`src/include/sbuf_params.svh`:
```
`ifndef SBUF_PARAMS_SVH
`define SBUF_PARAMS_SVH

// Buffer geometry
`define SBUF_DEPTH 256
`define SBUF_DATA_W 32

// Top address bit selects the buffer window
`define SBUF_REG_ADDR_W 10

// Register numbers within the register window
`define SBUF_REG_CONTROL 0  // bit 0 active, bit 1 one_shot, bit 2 wait_trigger
`define SBUF_REG_START 1
`define SBUF_REG_END 2
`define SBUF_REG_STATUS 3
`define SBUF_REG_DEPTH 4    // Read only

// Control register bit positions
`define SBUF_CTRL_ACTIVE 0
`define SBUF_CTRL_ONE_SHOT 1
`define SBUF_CTRL_WAIT_TRIG 2

`endif
```
`src/design/sbuf_pkg.sv`:
```
`include "sbuf_params.svh"

package sbuf_pkg;

  typedef logic [`SBUF_DATA_W-1:0] sample_t;
  typedef logic [$clog2(`SBUF_DEPTH)-1:0] offset_t;
  typedef logic [`SBUF_REG_ADDR_W-1:0] reg_addr_t;

  // CSR to capture engine with update as a one-cycle pulse
  typedef struct packed {
    logic    update;
    logic    active;
    logic    one_shot;
    logic    wait_trigger;
    offset_t start_offset;
    offset_t end_offset;
  } capture_ctrl_t;

  // From capture engine back to CSR
  typedef struct packed {
    logic    stopped;
    logic    armed;
    logic    wrap_toggle;
    offset_t addr;
  } capture_stat_t;

  // STATUS register layout
  typedef struct packed {
    logic [`SBUF_DATA_W-17:0] rsvd_hi;
    offset_t                  addr;         // Bits 15:8
    logic [4:0]               rsvd_lo;
    logic                     wrap_toggle;  // Bit 2
    logic                     armed;
    logic                     stopped;      // Bit 0
  } status_reg_t;

endpackage

```
`src/design/sbuf_ram_if.sv`:
```
`timescale 1ns/1ns

// One port of the dual-port sample RAM
interface sbuf_ram_if;

  logic              en;
  logic              we;
  sbuf_pkg::offset_t addr;
  sbuf_pkg::sample_t wdata;
  sbuf_pkg::sample_t rdata;   // Valid one cycle after en

  modport client (
    output en,
    output we,
    output addr,
    output wdata,
    input  rdata
  );

  modport ram_port (
    input  en,
    input  we,
    input  addr,
    input  wdata,
    output rdata
  );

endinterface

```
`src/design/sbuf_capture.sv`:
```
`timescale 1ns/1ns

module sbuf_capture (
  input  logic                    stream_in,
  input  logic                    rst,
  input  sbuf_pkg::capture_ctrl_t ctrl,
  input  logic                    trigger,
  input  logic                    s_valid,
  input  sbuf_pkg::sample_t       s_data,
  output logic                    s_ready,
  output sbuf_pkg::capture_stat_t stat,
  sbuf_ram_if.client              mem
);

  logic              enable;
  logic              armed;
  logic              trigger_q;
  logic              wrap_toggle;
  logic              accept;
  logic              at_end;
  sbuf_pkg::offset_t wr_addr;

  assign accept = s_valid & enable;
  assign at_end = (wr_addr >= ctrl.end_offset);  // Also catches an address past a lowered end

  // External trigger pin registered once before use
  always_ff @(posedge stream_in) begin
    if (rst) begin
      trigger_q <= 1'b0;
    end else begin
      trigger_q <= trigger;
    end
  end

  always_ff @(posedge stream_in) begin
    if (rst) begin
      enable      <= 1'b0;
      armed       <= 1'b0;
      wr_addr     <= '0;
      wrap_toggle <= 1'b0;
    end else if (ctrl.update) begin
      if (ctrl.active) begin
        wr_addr <= ctrl.start_offset;
        enable  <= ~ctrl.wait_trigger;
        armed   <= ctrl.wait_trigger;
      end else begin
        enable <= 1'b0;
        armed  <= 1'b0;
      end
    end else begin
      if (armed && trigger_q) begin
        enable <= 1'b1;
        armed  <= 1'b0;
      end
      if (accept) begin
        if (at_end) begin
          wr_addr     <= ctrl.start_offset;
          wrap_toggle <= ~wrap_toggle;
          if (ctrl.one_shot) begin
            enable <= 1'b0;  // Range written exactly once
          end
        end else begin
          wr_addr <= wr_addr + 1'b1;
        end
      end
    end
  end

  assign s_ready = enable;

  // Port B writes at the accepting edge
  assign mem.en    = 1'b1;
  assign mem.we    = accept;
  assign mem.addr  = wr_addr;
  assign mem.wdata = s_data;

  assign stat.stopped     = ~enable;
  assign stat.armed       = armed;
  assign stat.wrap_toggle = wrap_toggle;
  assign stat.addr        = wr_addr;

endmodule

```
`src/flat_wrapper.sv`:
```
// flat-port wrapper written by rule: the top's interface ports become plain ports
module sbuf_capture_flat 
  (stream_in, rst, ctrl, trigger, s_valid, s_data, s_ready, stat, mem_en, mem_we, mem_addr, mem_wdata, mem_rdata);
  sbuf_ram_if mem_i ();
  input  logic stream_in;
  input  logic rst;
  input  sbuf_pkg::capture_ctrl_t ctrl;
  input  logic trigger;
  input  logic s_valid;
  input  sbuf_pkg::sample_t s_data;
  output logic s_ready;
  output sbuf_pkg::capture_stat_t stat;
  output wire logic [$bits(mem_i.en)-1:0] mem_en;
  output wire logic [$bits(mem_i.we)-1:0] mem_we;
  output wire logic [$bits(mem_i.addr)-1:0] mem_addr;
  output wire logic [$bits(mem_i.wdata)-1:0] mem_wdata;
  input wire logic [$bits(mem_i.rdata)-1:0] mem_rdata;
  assign mem_en = mem_i.en;
  assign mem_we = mem_i.we;
  assign mem_addr = mem_i.addr;
  assign mem_wdata = mem_i.wdata;
  assign mem_i.rdata = mem_rdata;
  sbuf_capture u_core (.stream_in(stream_in), .rst(rst), .ctrl(ctrl), .trigger(trigger), .s_valid(s_valid), .s_data(s_data), .s_ready(s_ready), .stat(stat), .mem(mem_i));
endmodule
```
`config.mk`:
```
export PLATFORM = sky130hd
export DESIGN_NAME = sbuf_capture_flat
export DESIGN_NICKNAME = d
export VERILOG_FILES = /design/src/design/sbuf_pkg.sv /design/src/design/sbuf_ram_if.sv /design/src/design/sbuf_capture.sv /design/src/flat_wrapper.sv
export VERILOG_INCLUDE_DIRS = /design/src /design/src/include
export SDC_FILE = /design/constraint.sdc
export NUM_CORES = 1
export LEC_CHECK = 0
export CAP_MARGIN = 30
export CORE_AREA = 2 2 54 56
export CTS_BUF_LIST = sky130_fd_sc_hd__clkbuf_2 sky130_fd_sc_hd__clkbuf_4 sky130_fd_sc_hd__clkbuf_8
export DETAILED_ROUTE_END_ITERATION = 12
export DIE_AREA = 0 0 56 58
export DONT_BUFFER_PORTS = 1
export PLACE_DENSITY = 0.69
export SYNTH_ARGS = -nofsm -noshare
export SYNTH_HDL_FRONTEND = slang
export SYNTH_SLANG_ARGS = --single-unit
```
`constraint.sdc`:
```
create_clock -name stream_in -period 3.2 [get_ports stream_in]
set_input_delay 0.32 -clock stream_in [delete_from_list [all_inputs] [get_ports stream_in]]
set_output_delay 0.32 -clock stream_in [all_outputs]
set_load 0.05 [all_outputs]
```
==> metrics.csv <==
metric,value,unit
outcome,"finished, final reports clean",
worst_slew_pin_slew,549,ps
syn_inst,157,
cts_setup_buffers,0,
layout-drive-gt1-share,13.1,%
fin_cells,153,
internal_power,240,uW
routedWlPerCell,16.0,um
power,401,uW
dp_hpwl,1970,um
drv_cap,0,
routed_wl,2440,um
diodes,0,
dieWidth,56,um
cp_slowest_cell,mux2_2,
path_clk_slew,70,ps
swShare,40.2,%
ir_drop,0.000180,V
die_h,58,um
regArea,240,um2
start_util,46.1,%
finalHoldViolCount,0,
switchingPower,161,uW
cp_cell_sequence,buf_4 -> inv_1 -> ha_1 -> nor2b_1 -> o21ai_2 -> nand3_1 -> a211oi_1 -> mux2_2,
pwr-share-clk,22.9,%
portBuffers,0,
startpoint_type,register,
hold_class,in2reg,
syn2layout_area_growth,-17.7,%
combPwrFrac,35.6,%
yosys_warnings,0,
synthTopCellsByArea,"buf_4 26%, dfxtp_1 20%, ha_1 9.2%",
coreArea,2660,um2
overflow,0,
seq_area_frac_synth,19.6,%
postSynthAreaPerCell,7.83,um2
synth_area,1230,um2
dp.cells,150,
seqPwrFrac,41.5,%
grt_antenna_before_repair,0,
final_max_slew_viol_count,0,
die_area,3250,um2
grt_first_pass_wirelength,3730,um
arrival,2280,ps
post-route-min-period,2120,ps
crit_buf_inv,2,
fmax,471,MHz
hold_buffers,0,
grt_max_degree,17,
p_per_area,397,nW/um2
ys_ff_latch,12,
slew_headroom,63.3,%
skew,0.422,ps
drc,0,
drt_pre_antenna_iters,4,
cts_resized,0,
drt-initial-drc-count,7,
cts_tree,yes,
cts_buffer_depth,2,
grt_pass1_vias,867,
rsz0062_at_grt,false,
worstSetupPathType,reg2reg,
required,3360,ps
grtUsageTotal,14.9,%
numCtsBuffers,3,
clockRootBuffer,clkbuf_4,
finalSetupViolations,0,
io-pin-count,142,
postPlaceCellArea,988,um2
finalSetupTns,0,ps
rows,19,
synth_nets,254,
synth_largest_area_cell,buf_4,
num-fill-cells,291,
cp_top_family,buffers and inverters,
synth_top_area_share,26.3,%
finalNetCount,221,
multi_input_area,601,um2
detail-route-antenna-nets,0,
via_per_inst,5.72,
cts_htree_levels,1,
worstSkewPairLatency,270,ps
layout_worst_path_cycle_share,66.4,%
ys_types,36,
end_kind,register,
cts.sinks,12,
critPathMaxFanout,6,
dr_total_vias,875,
gp_congestion,0.702,
stdcell_area,1010,um2
cpPeakStageDelay,360,ps
leakage,0.437,nW
cells in the mapped netlist, drive strengths merged:
cell / number
a31oi: 8
mux2: 1
nand2b: 1
conb: 1
o32ai: 1
a211oi: 2
nor3: 2
nand2: 11
a211o: 1
dfxtp: 12
nor2: 4
and3: 3
o211ai: 1
or3: 1
nand3: 4
clkbuf: 2
nand3b: 7
a21oi: 4
mux2i: 1
o21ai: 8
and2: 2
nor4: 2
inv: 11
a21o: 1
nor4b: 1
o221ai: 1
ha: 9
o21a: 2
nor2b: 5
nor3b: 3
buf: 45
cell usage in the layout, fill, tap and decap left out, drive strengths merged, types with 4 or more instances in the layout:
cell     n
dfxtp   12
a31oi    8
ha       9
nand3    4
nor2b    5
nor2     4
a21oi    4
buf      9
o21ai    8
nand3b   7
nand2   11
inv     11
metrics by stage:
step	hold WS, ps	util [%]	setup WS (ps)
after floorplan	438	-	1060
after CTS	101	38.0	1050
final	110	38.0	1080
after global routing	98.9	38.0	931
after global placement	391	37.1	1100
after detailed placement	391	37.1	1060
cell type report:
cell class | count | area share [%]
Inverter | 11 | 4.08
Timing Repair Buffer | 9 | 6.68
Tap cell | 31 | 3.84
Multi-Input combinational cell | 87 | 59.4
Clock buffer | 3 | 2.23
Sequential cell | 12 | 23.8
logic make-up (layout without fill, tap and decap cells):
group,after synthesis,count (layout),share of synthesized area (%)
muxes,2,2,1.73
DFF,12,12,19.6
and+or+nand+nor,46,46,21.0
other,1,1,0.305
adders and majority gates,9,9,9.17
AOI/OAI and AO/OA,29,29,16.7
buffers and inverters,58,23,31.6
final timing paths:
| path | startpoint | to | slack, ps | cells past startpoint |
|---|---|---|---|---|
| worst max-delay path | u_core.mem.addr[0] | u_core.wrap_toggle | 1080 | 8 |
| worst max register to register | u_core.mem.addr[0] | u_core.wrap_toggle | 1080 | 8 |
| worst min register to register | u_core.trigger_q | u_core.armed | 600 | 3 |
| worst min-delay path | rst | u_core.mem.addr[1] | 110 | 1 |
per-layer routing:
metal / GRT usage (%) / up-vias / wire length, um
met5: 0 / - / 0
met4: 13.3 / 0 / 97
met3: 5.13 / 20 / 224
met2: 26.7 / 38 / 1260
met1: 13.1 / 392 / 861
li1: - / 425 / -
power by group through the flow:
stage,logic [mW],clock network (mW),registers [mW]
after floorplan,0.211,0,0.199
after global routing,0.154,0.100,0.168
final,0.143,0.0918,0.166
after CTS,0.145,0.0955,0.167
after detailed placement,0.144,0,0.170
after global placement,0.140,0,0.170
sequential cells by signal, indices dropped and copies added, names as in the netlist:
name                flops
u_core.mem.addr         8
u_core.armed            1
u_core.s_ready          1
u_core.trigger_q        1
u_core.wrap_toggle      1
Power figures use the tool's default switching activity.
