--- config.mk ---
export PLATFORM = sky130hd
export DESIGN_NAME = sbuf_csr_flat
export DESIGN_NICKNAME = d
export VERILOG_FILES = /design/src/design/sbuf_pkg.sv /design/src/design/sbuf_ram_if.sv /design/src/design/sbuf_csr.sv /design/src/flat_wrapper.sv
export VERILOG_INCLUDE_DIRS = /design/src /design/src/include
export SDC_FILE = /design/constraint.sdc
export NUM_CORES = 1
export LEC_CHECK = 0
export ABC_CLOCK_PERIOD_IN_PS = 2200
export BUFFER_PORTS_ARGS = -buffer_cell sky130_fd_sc_hd__buf_2
export CAP_MARGIN = 20
export CORE_AREA = 8 8 98 100
export DETAILED_ROUTE_END_ITERATION = 10
export DIE_AREA = 0 0 106 108
export PLACE_DENSITY = 0.79
export SETUP_SLACK_MARGIN = 0.15
export SYNTH_ARGS = -nofsm -noshare
export SYNTH_HDL_FRONTEND = slang
export SYNTH_SLANG_ARGS = --single-unit
--- constraint.sdc ---
create_clock -name stream_in -period 2.2 [get_ports stream_in]
set_input_delay 0.44 -clock stream_in [delete_from_list [all_inputs] [get_ports stream_in]]
set_output_delay 0.44 -clock stream_in [all_outputs]
set_load 0.05 [all_outputs]
--- src/include/sbuf_params.svh ---
`ifndef SBUF_PARAMS_SVH
`define SBUF_PARAMS_SVH

// Buffer geometry
`define SBUF_DEPTH 256
`define SBUF_DATA_W 32

// Top address bit selects the buffer window
`define SBUF_REG_ADDR_W 10

// Register numbers within the register window
`define SBUF_REG_CONTROL 0  // bit 0 active, bit 1 one_shot, bit 2 wait_trigger
`define SBUF_REG_START 1
`define SBUF_REG_END 2
`define SBUF_REG_STATUS 3
`define SBUF_REG_DEPTH 4    // Read only

// Control register bit positions
`define SBUF_CTRL_ACTIVE 0
`define SBUF_CTRL_ONE_SHOT 1
`define SBUF_CTRL_WAIT_TRIG 2

`endif
--- src/design/sbuf_pkg.sv ---
`include "sbuf_params.svh"

package sbuf_pkg;

  typedef logic [`SBUF_DATA_W-1:0] sample_t;
  typedef logic [$clog2(`SBUF_DEPTH)-1:0] offset_t;
  typedef logic [`SBUF_REG_ADDR_W-1:0] reg_addr_t;

  // CSR to capture engine with update as a one-cycle pulse
  typedef struct packed {
    logic    update;
    logic    active;
    logic    one_shot;
    logic    wait_trigger;
    offset_t start_offset;
    offset_t end_offset;
  } capture_ctrl_t;

  // From capture engine back to CSR
  typedef struct packed {
    logic    stopped;
    logic    armed;
    logic    wrap_toggle;
    offset_t addr;
  } capture_stat_t;

  // STATUS register layout
  typedef struct packed {
    logic [`SBUF_DATA_W-17:0] rsvd_hi;
    offset_t                  addr;         // Bits 15:8
    logic [4:0]               rsvd_lo;
    logic                     wrap_toggle;  // Bit 2
    logic                     armed;
    logic                     stopped;      // Bit 0
  } status_reg_t;

endpackage

--- src/design/sbuf_ram_if.sv ---
`timescale 1ns/1ns

// One port of the dual-port sample RAM
interface sbuf_ram_if;

  logic              en;
  logic              we;
  sbuf_pkg::offset_t addr;
  sbuf_pkg::sample_t wdata;
  sbuf_pkg::sample_t rdata;   // Valid one cycle after en

  modport client (
    output en,
    output we,
    output addr,
    output wdata,
    input  rdata
  );

  modport ram_port (
    input  en,
    input  we,
    input  addr,
    input  wdata,
    output rdata
  );

endinterface

--- src/design/sbuf_csr.sv ---
`timescale 1ns/1ns
`include "sbuf_params.svh"

module sbuf_csr (
  input  logic                    stream_in,
  input  logic                    rst,
  input  logic                    req_valid,
  output logic                    req_ready,
  input  logic                    req_write,
  input  sbuf_pkg::reg_addr_t     req_addr,
  input  sbuf_pkg::sample_t       req_wdata,
  output logic                    resp_valid,
  input  logic                    resp_ready,
  output sbuf_pkg::sample_t       resp_rdata,
  output sbuf_pkg::capture_ctrl_t ctrl,
  input  sbuf_pkg::capture_stat_t stat,
  sbuf_ram_if.client              mem
);

  localparam int BUF_BIT = `SBUF_REG_ADDR_W - 1;
  localparam int OFS_W = $bits(sbuf_pkg::offset_t);

  typedef logic [BUF_BIT-1:0] reg_num_t;

  logic                  running;  // Low through the first cycle after reset
  logic                  req_fire;
  logic                  wr_q;
  logic                  rd_q;
  logic                  rd_dly;
  sbuf_pkg::reg_addr_t   addr_q;
  sbuf_pkg::reg_addr_t   addr_dly;
  sbuf_pkg::sample_t     wdata_q;
  logic [2:0]            control;
  logic                  update;
  sbuf_pkg::offset_t     start_offset;
  sbuf_pkg::offset_t     end_offset;
  sbuf_pkg::status_reg_t status;
  sbuf_pkg::sample_t     reg_rdata;

  // One read in flight at a time and nothing accepted while a response waits
  assign req_ready = running & ~rd_q & ~rd_dly & ~resp_valid;
  assign req_fire  = req_valid & req_ready;

  always_ff @(posedge stream_in) begin
    if (rst) begin
      running <= 1'b0;
      wr_q    <= 1'b0;
      rd_q    <= 1'b0;
      rd_dly  <= 1'b0;
    end else begin
      running <= 1'b1;
      wr_q    <= req_fire & req_write;
      rd_q    <= req_fire & ~req_write;
      rd_dly  <= rd_q;
    end
  end

  always_ff @(posedge stream_in) begin
    if (req_fire) begin
      addr_q  <= req_addr;
      wdata_q <= req_wdata;
    end
    addr_dly <= addr_q;
  end

  // Register writes land one cycle after acceptance
  always_ff @(posedge stream_in) begin
    if (rst) begin
      control      <= '0;
      update       <= 1'b0;
      start_offset <= '0;
      end_offset   <= sbuf_pkg::offset_t'(`SBUF_DEPTH - 1);
    end else begin
      update <= 1'b0;
      if (wr_q && !addr_q[BUF_BIT]) begin  // Buffer window is read only
        case (addr_q[BUF_BIT-1:0])
          reg_num_t'(`SBUF_REG_CONTROL): begin
            control <= wdata_q[2:0];
            update  <= 1'b1;
          end
          reg_num_t'(`SBUF_REG_START): start_offset <= wdata_q[OFS_W-1:0];
          reg_num_t'(`SBUF_REG_END):   end_offset   <= wdata_q[OFS_W-1:0];
          default: ;
        endcase
      end
    end
  end

  assign ctrl.update       = update;
  assign ctrl.active       = control[`SBUF_CTRL_ACTIVE];
  assign ctrl.one_shot     = control[`SBUF_CTRL_ONE_SHOT];
  assign ctrl.wait_trigger = control[`SBUF_CTRL_WAIT_TRIG];
  assign ctrl.start_offset = start_offset;
  assign ctrl.end_offset   = end_offset;

  // Port A is a read-only window onto the buffer
  assign mem.en    = rd_q & addr_q[BUF_BIT];
  assign mem.we    = 1'b0;
  assign mem.addr  = addr_q[OFS_W-1:0];
  assign mem.wdata = '0;

  assign status = '{
    rsvd_hi:     '0,
    addr:        stat.addr,
    rsvd_lo:     '0,
    wrap_toggle: stat.wrap_toggle,
    armed:       stat.armed,
    stopped:     stat.stopped
  };

  always_comb begin
    case (addr_dly[BUF_BIT-1:0])
      reg_num_t'(`SBUF_REG_CONTROL): reg_rdata = sbuf_pkg::sample_t'(control);
      reg_num_t'(`SBUF_REG_START):   reg_rdata = sbuf_pkg::sample_t'(start_offset);
      reg_num_t'(`SBUF_REG_END):     reg_rdata = sbuf_pkg::sample_t'(end_offset);
      reg_num_t'(`SBUF_REG_STATUS):  reg_rdata = status;
      reg_num_t'(`SBUF_REG_DEPTH):   reg_rdata = sbuf_pkg::sample_t'(`SBUF_DEPTH);
      default:                       reg_rdata = '0;
    endcase
  end

  // Response register held until taken
  always_ff @(posedge stream_in) begin
    if (rst) begin
      resp_valid <= 1'b0;
    end else if (rd_dly) begin
      resp_valid <= 1'b1;
    end else if (resp_ready) begin
      resp_valid <= 1'b0;
    end
  end

  always_ff @(posedge stream_in) begin
    if (rd_dly) begin
      resp_rdata <= addr_dly[BUF_BIT] ? mem.rdata : reg_rdata;
    end
  end

endmodule

--- src/flat_wrapper.sv ---
// flat-port wrapper written by rule: the top's interface ports become plain ports
module sbuf_csr_flat 
  (stream_in, rst, req_valid, req_ready, req_write, req_addr, req_wdata, resp_valid, resp_ready, resp_rdata, ctrl, stat, mem_en, mem_we, mem_addr, mem_wdata, mem_rdata);
  sbuf_ram_if mem_i ();
  input  logic stream_in;
  input  logic rst;
  input  logic req_valid;
  output logic req_ready;
  input  logic req_write;
  input  sbuf_pkg::reg_addr_t req_addr;
  input  sbuf_pkg::sample_t req_wdata;
  output logic resp_valid;
  input  logic resp_ready;
  output sbuf_pkg::sample_t resp_rdata;
  output sbuf_pkg::capture_ctrl_t ctrl;
  input  sbuf_pkg::capture_stat_t stat;
  output wire logic [$bits(mem_i.en)-1:0] mem_en;
  output wire logic [$bits(mem_i.we)-1:0] mem_we;
  output wire logic [$bits(mem_i.addr)-1:0] mem_addr;
  output wire logic [$bits(mem_i.wdata)-1:0] mem_wdata;
  input wire logic [$bits(mem_i.rdata)-1:0] mem_rdata;
  assign mem_en = mem_i.en;
  assign mem_we = mem_i.we;
  assign mem_addr = mem_i.addr;
  assign mem_wdata = mem_i.wdata;
  assign mem_i.rdata = mem_rdata;
  sbuf_csr u_core (.stream_in(stream_in), .rst(rst), .req_valid(req_valid), .req_ready(req_ready), .req_write(req_write), .req_addr(req_addr), .req_wdata(req_wdata), .resp_valid(resp_valid), .resp_ready(resp_ready), .resp_rdata(resp_rdata), .ctrl(ctrl), .stat(stat), .mem(mem_i));
endmodule
==> out/metrics.csv <==
stage;metric;value;unit
outcome;run status;completed;
cells_and_area;most frequent cells in the layout;buf_2 (128), edfxtp_1 (50), nand2_1 (35);
global_route;first-pass GRT wire length;13000;um
routing;DR WL/cell;16.2;um
clocking;total CTS buffers;9;
setup_path;crit end category;flop;
setup_path;CP max FO;4;
setup_path;crit path kind;flop to flop;
clocking;H-tree Lvls;3;
routing;Initial DRC Count;64;
timing;RSZ-0062 raised after global routing;no;
floorplanning;IO Count;186;
power;pwr dens;750;nW/um^2
power;Leak;0.00182;uW
timing;Max Clk Rate;519;MHz
timing;WHS;259;ps
place;Post-DP Area;4120;um^2
synthesis;Avg Synthesized Cell Area;12.4;um^2
routing;DR pass1 iterations;4;
cells_and_area;nets;497;
global_route;All-Layer GR Usage;14.3;%
routing;Total Wirelength;8360;um
routing;ANT nets after route;0;
place;port bufs;128;
timing;Fin. Hold Viols;0;
power;Max VDD drop;0.467;mV
clocking;maximum clock path buffer count;2;
cells_and_area;register area;2200;um^2
cells_and_area;Layout area overhead;22.8;%
synthesis;yosys synthesis warning count;0;
flow_run;maxcap violations;0;
setup_path;crit path DAT;2160;ps
place;DP Wirelength;6570;um
cells_and_area;share of layout cells above drive strength 1;38.6;%
global_route;pin count of the biggest net entering global routing;34;
global_route;initial antenna violation count;1;
timing;max-slew violation count;0;
cells_and_area;Final Instance Area;4330;um^2
clocking;clk root buf;clkbuf_8;
floorplanning;core area;8050;um^2
synthesis;main area contributors after synthesis;edfxtp_1 (43%), dfxtp_1 (20%), buf_4 (8.9%), mux2i_1 (5.4%), nand2_1 (3.7%);
routing;via count;2425;
timing;Final Cycle Share;87.7;%
timing;Max-slew headroom;56.6;%
floorplanning;Die ar.;11400;um^2
clocking;Setup Fix Bufs, Post-CTS;0;
cells_and_area;commonest non-fill, non-tap cell in the layout;buf_2;
global_route;total gr overflow;0;
synthesis;Post-Syn Instances;284;
clocking;Clock transition at path regs;90;ps
synthesis;Yosys reg bits;85;
synthesis;sequential share of the synthesized area;62.5;%
synthesis;Synth area leader;edfxtp_1;
min_path;worst min path class;input port to flop;
cells_and_area;final core utilization;53.8;%
floorplanning;die width;106;um
cells_and_area;Filler cells;731;
global_route;via count of the first global-routing pass;2625;
floorplanning;Die Height;108;um
setup_path;CP Data Required Time;2430;ps
floorplanning;Initial Util;43.8;%
cells_and_area;multi-input logic area;1100;um^2
clocking;post-cts sizing count;0;
synthesis;Mapped Area;3530;um^2
floorplanning;Rows;33;
timing;fin crit period;1930;ps
clocking;Hold Buf Count CTS;0;
timing;Clock Skews;9.14;ps
synthesis;share of the synthesized area in the top cell type;42.6;%
timing;Tightest Pin Transition;650;ps
timing;endpoints failing setup;0;
clocking;worst skew pair latency;340;ps
routing;Post-route DRC;0;
cells_and_area;diodes inserted;0;
clocking;CTS tree;done;
routing;vias per cell;4.69;
place;GP Congestion;0.759;
synthesis;post-synthesis cell type count;32;
timing;setup TNS;0;ps
setup_path;Startpoint Class;flop;
clocking;clock sinks;85;
==> cell usage after synthesis <==
master,n
edfxtp_1,50
buf_4,42
dfxtp_1,35
nand2_1,35
nor2_1,20
mux2i_1,19
and2_1,18
clkbuf_1,9
nand4_1,7
o21ai_0,7
a22oi_1,6
o31ai_1,6
a22o_1,3
mux4_2,3
nor2b_1,3
and3b_1,2
inv_1,2
nand2b_1,2
nor4_4,2
a21oi_1,1
and4_1,1
buf_1,1
buf_2,1
conb_1,1
nor3_1,1
nor4_1,1
nor4_2,1
nor4b_1,1
nor4bb_1,1
or4_4,1
or4b_1,1
or4b_4,1
==> through the flow <==
step           power [uW]  instances  worst slack (ps)
2_1_floorplan        2070        316               217
3_3_place_gp         2110        501               305
3_5_place_dp         2110        501               266
4_1_cts              3280        517               247
5_1_grt              3370        517               195
6_report             3250        517               272
==> cell type report <==
cell class / count / share of cell area, %
clock buffers: 9 / 2.86
inverters: 2 / 0.173
multi-input cells: 176 / 25.3
flip-flops and latches: 85 / 50.9
clock inverters: 7 / 2.08
repair buffers: 133 / 15.7
well taps: 105 / 3.03
==> critical path, stage by stage, from the launching register on <==
cell      delay (ps)
edfxtp_1         410
or4_4            610
or4b_1           640
mux2i_1          160
==> where the power goes <==
| part | switching (uW) | internal (uW) | total, uW |
|---|---|---|---|
| registers | 23.6 | 1720 | 1740 |
| logic | 252 | 84.5 | 336 |
| clock network | 539 | 633 | 1170 |
| total | 814 | 2430 | 3250 |
==> cell families (layout without fill, tap and decap cells) <==
group / after synthesis / in the layout / share of synthesized area (%)
compound gates: 23 / 23 / 4.44
flops: 85 / 85 / 62.5
other cells: 1 / 33 / 0.106
mux: 22 / 22 / 7.31
buf+inv: 55 / 151 / 10.4
simple gates: 98 / 98 / 15.3
==> path summary, 6_finish.rpt <==
check                  endpoint             start  cells past startpoint  slack (ps)
min reg2reg  u_core.addr_dly[9]  u_core.addr_q[9]                      0         400
max           u_core.control[0]  u_core.addr_q[4]                      3         270
min                 u_core.rd_q         req_write                      2         260
max reg2reg   u_core.control[0]  u_core.addr_q[4]                      3         270
==> sequential cells by signal (all words and copies together) (netlist names), 3 cells and up <==
signal / cells
u_core.addr_dly: 10
u_core.addr_q: 10
u_core.control: 3
u_core.end_offset: 8
u_core.resp_rdata: 32
u_core.start_offset: 8
u_core.wdata_q: 8
==> metal layers <==
metal  up-vias  track usage [%]  routed length, um
li1       1168                -                  -
met1      1138             16.3               3480
met2       102             24.6               4090
met3        15             4.58                628
met4         2             5.93                141
met5         -                0                 12
Power figures use the tool's default switching activity.
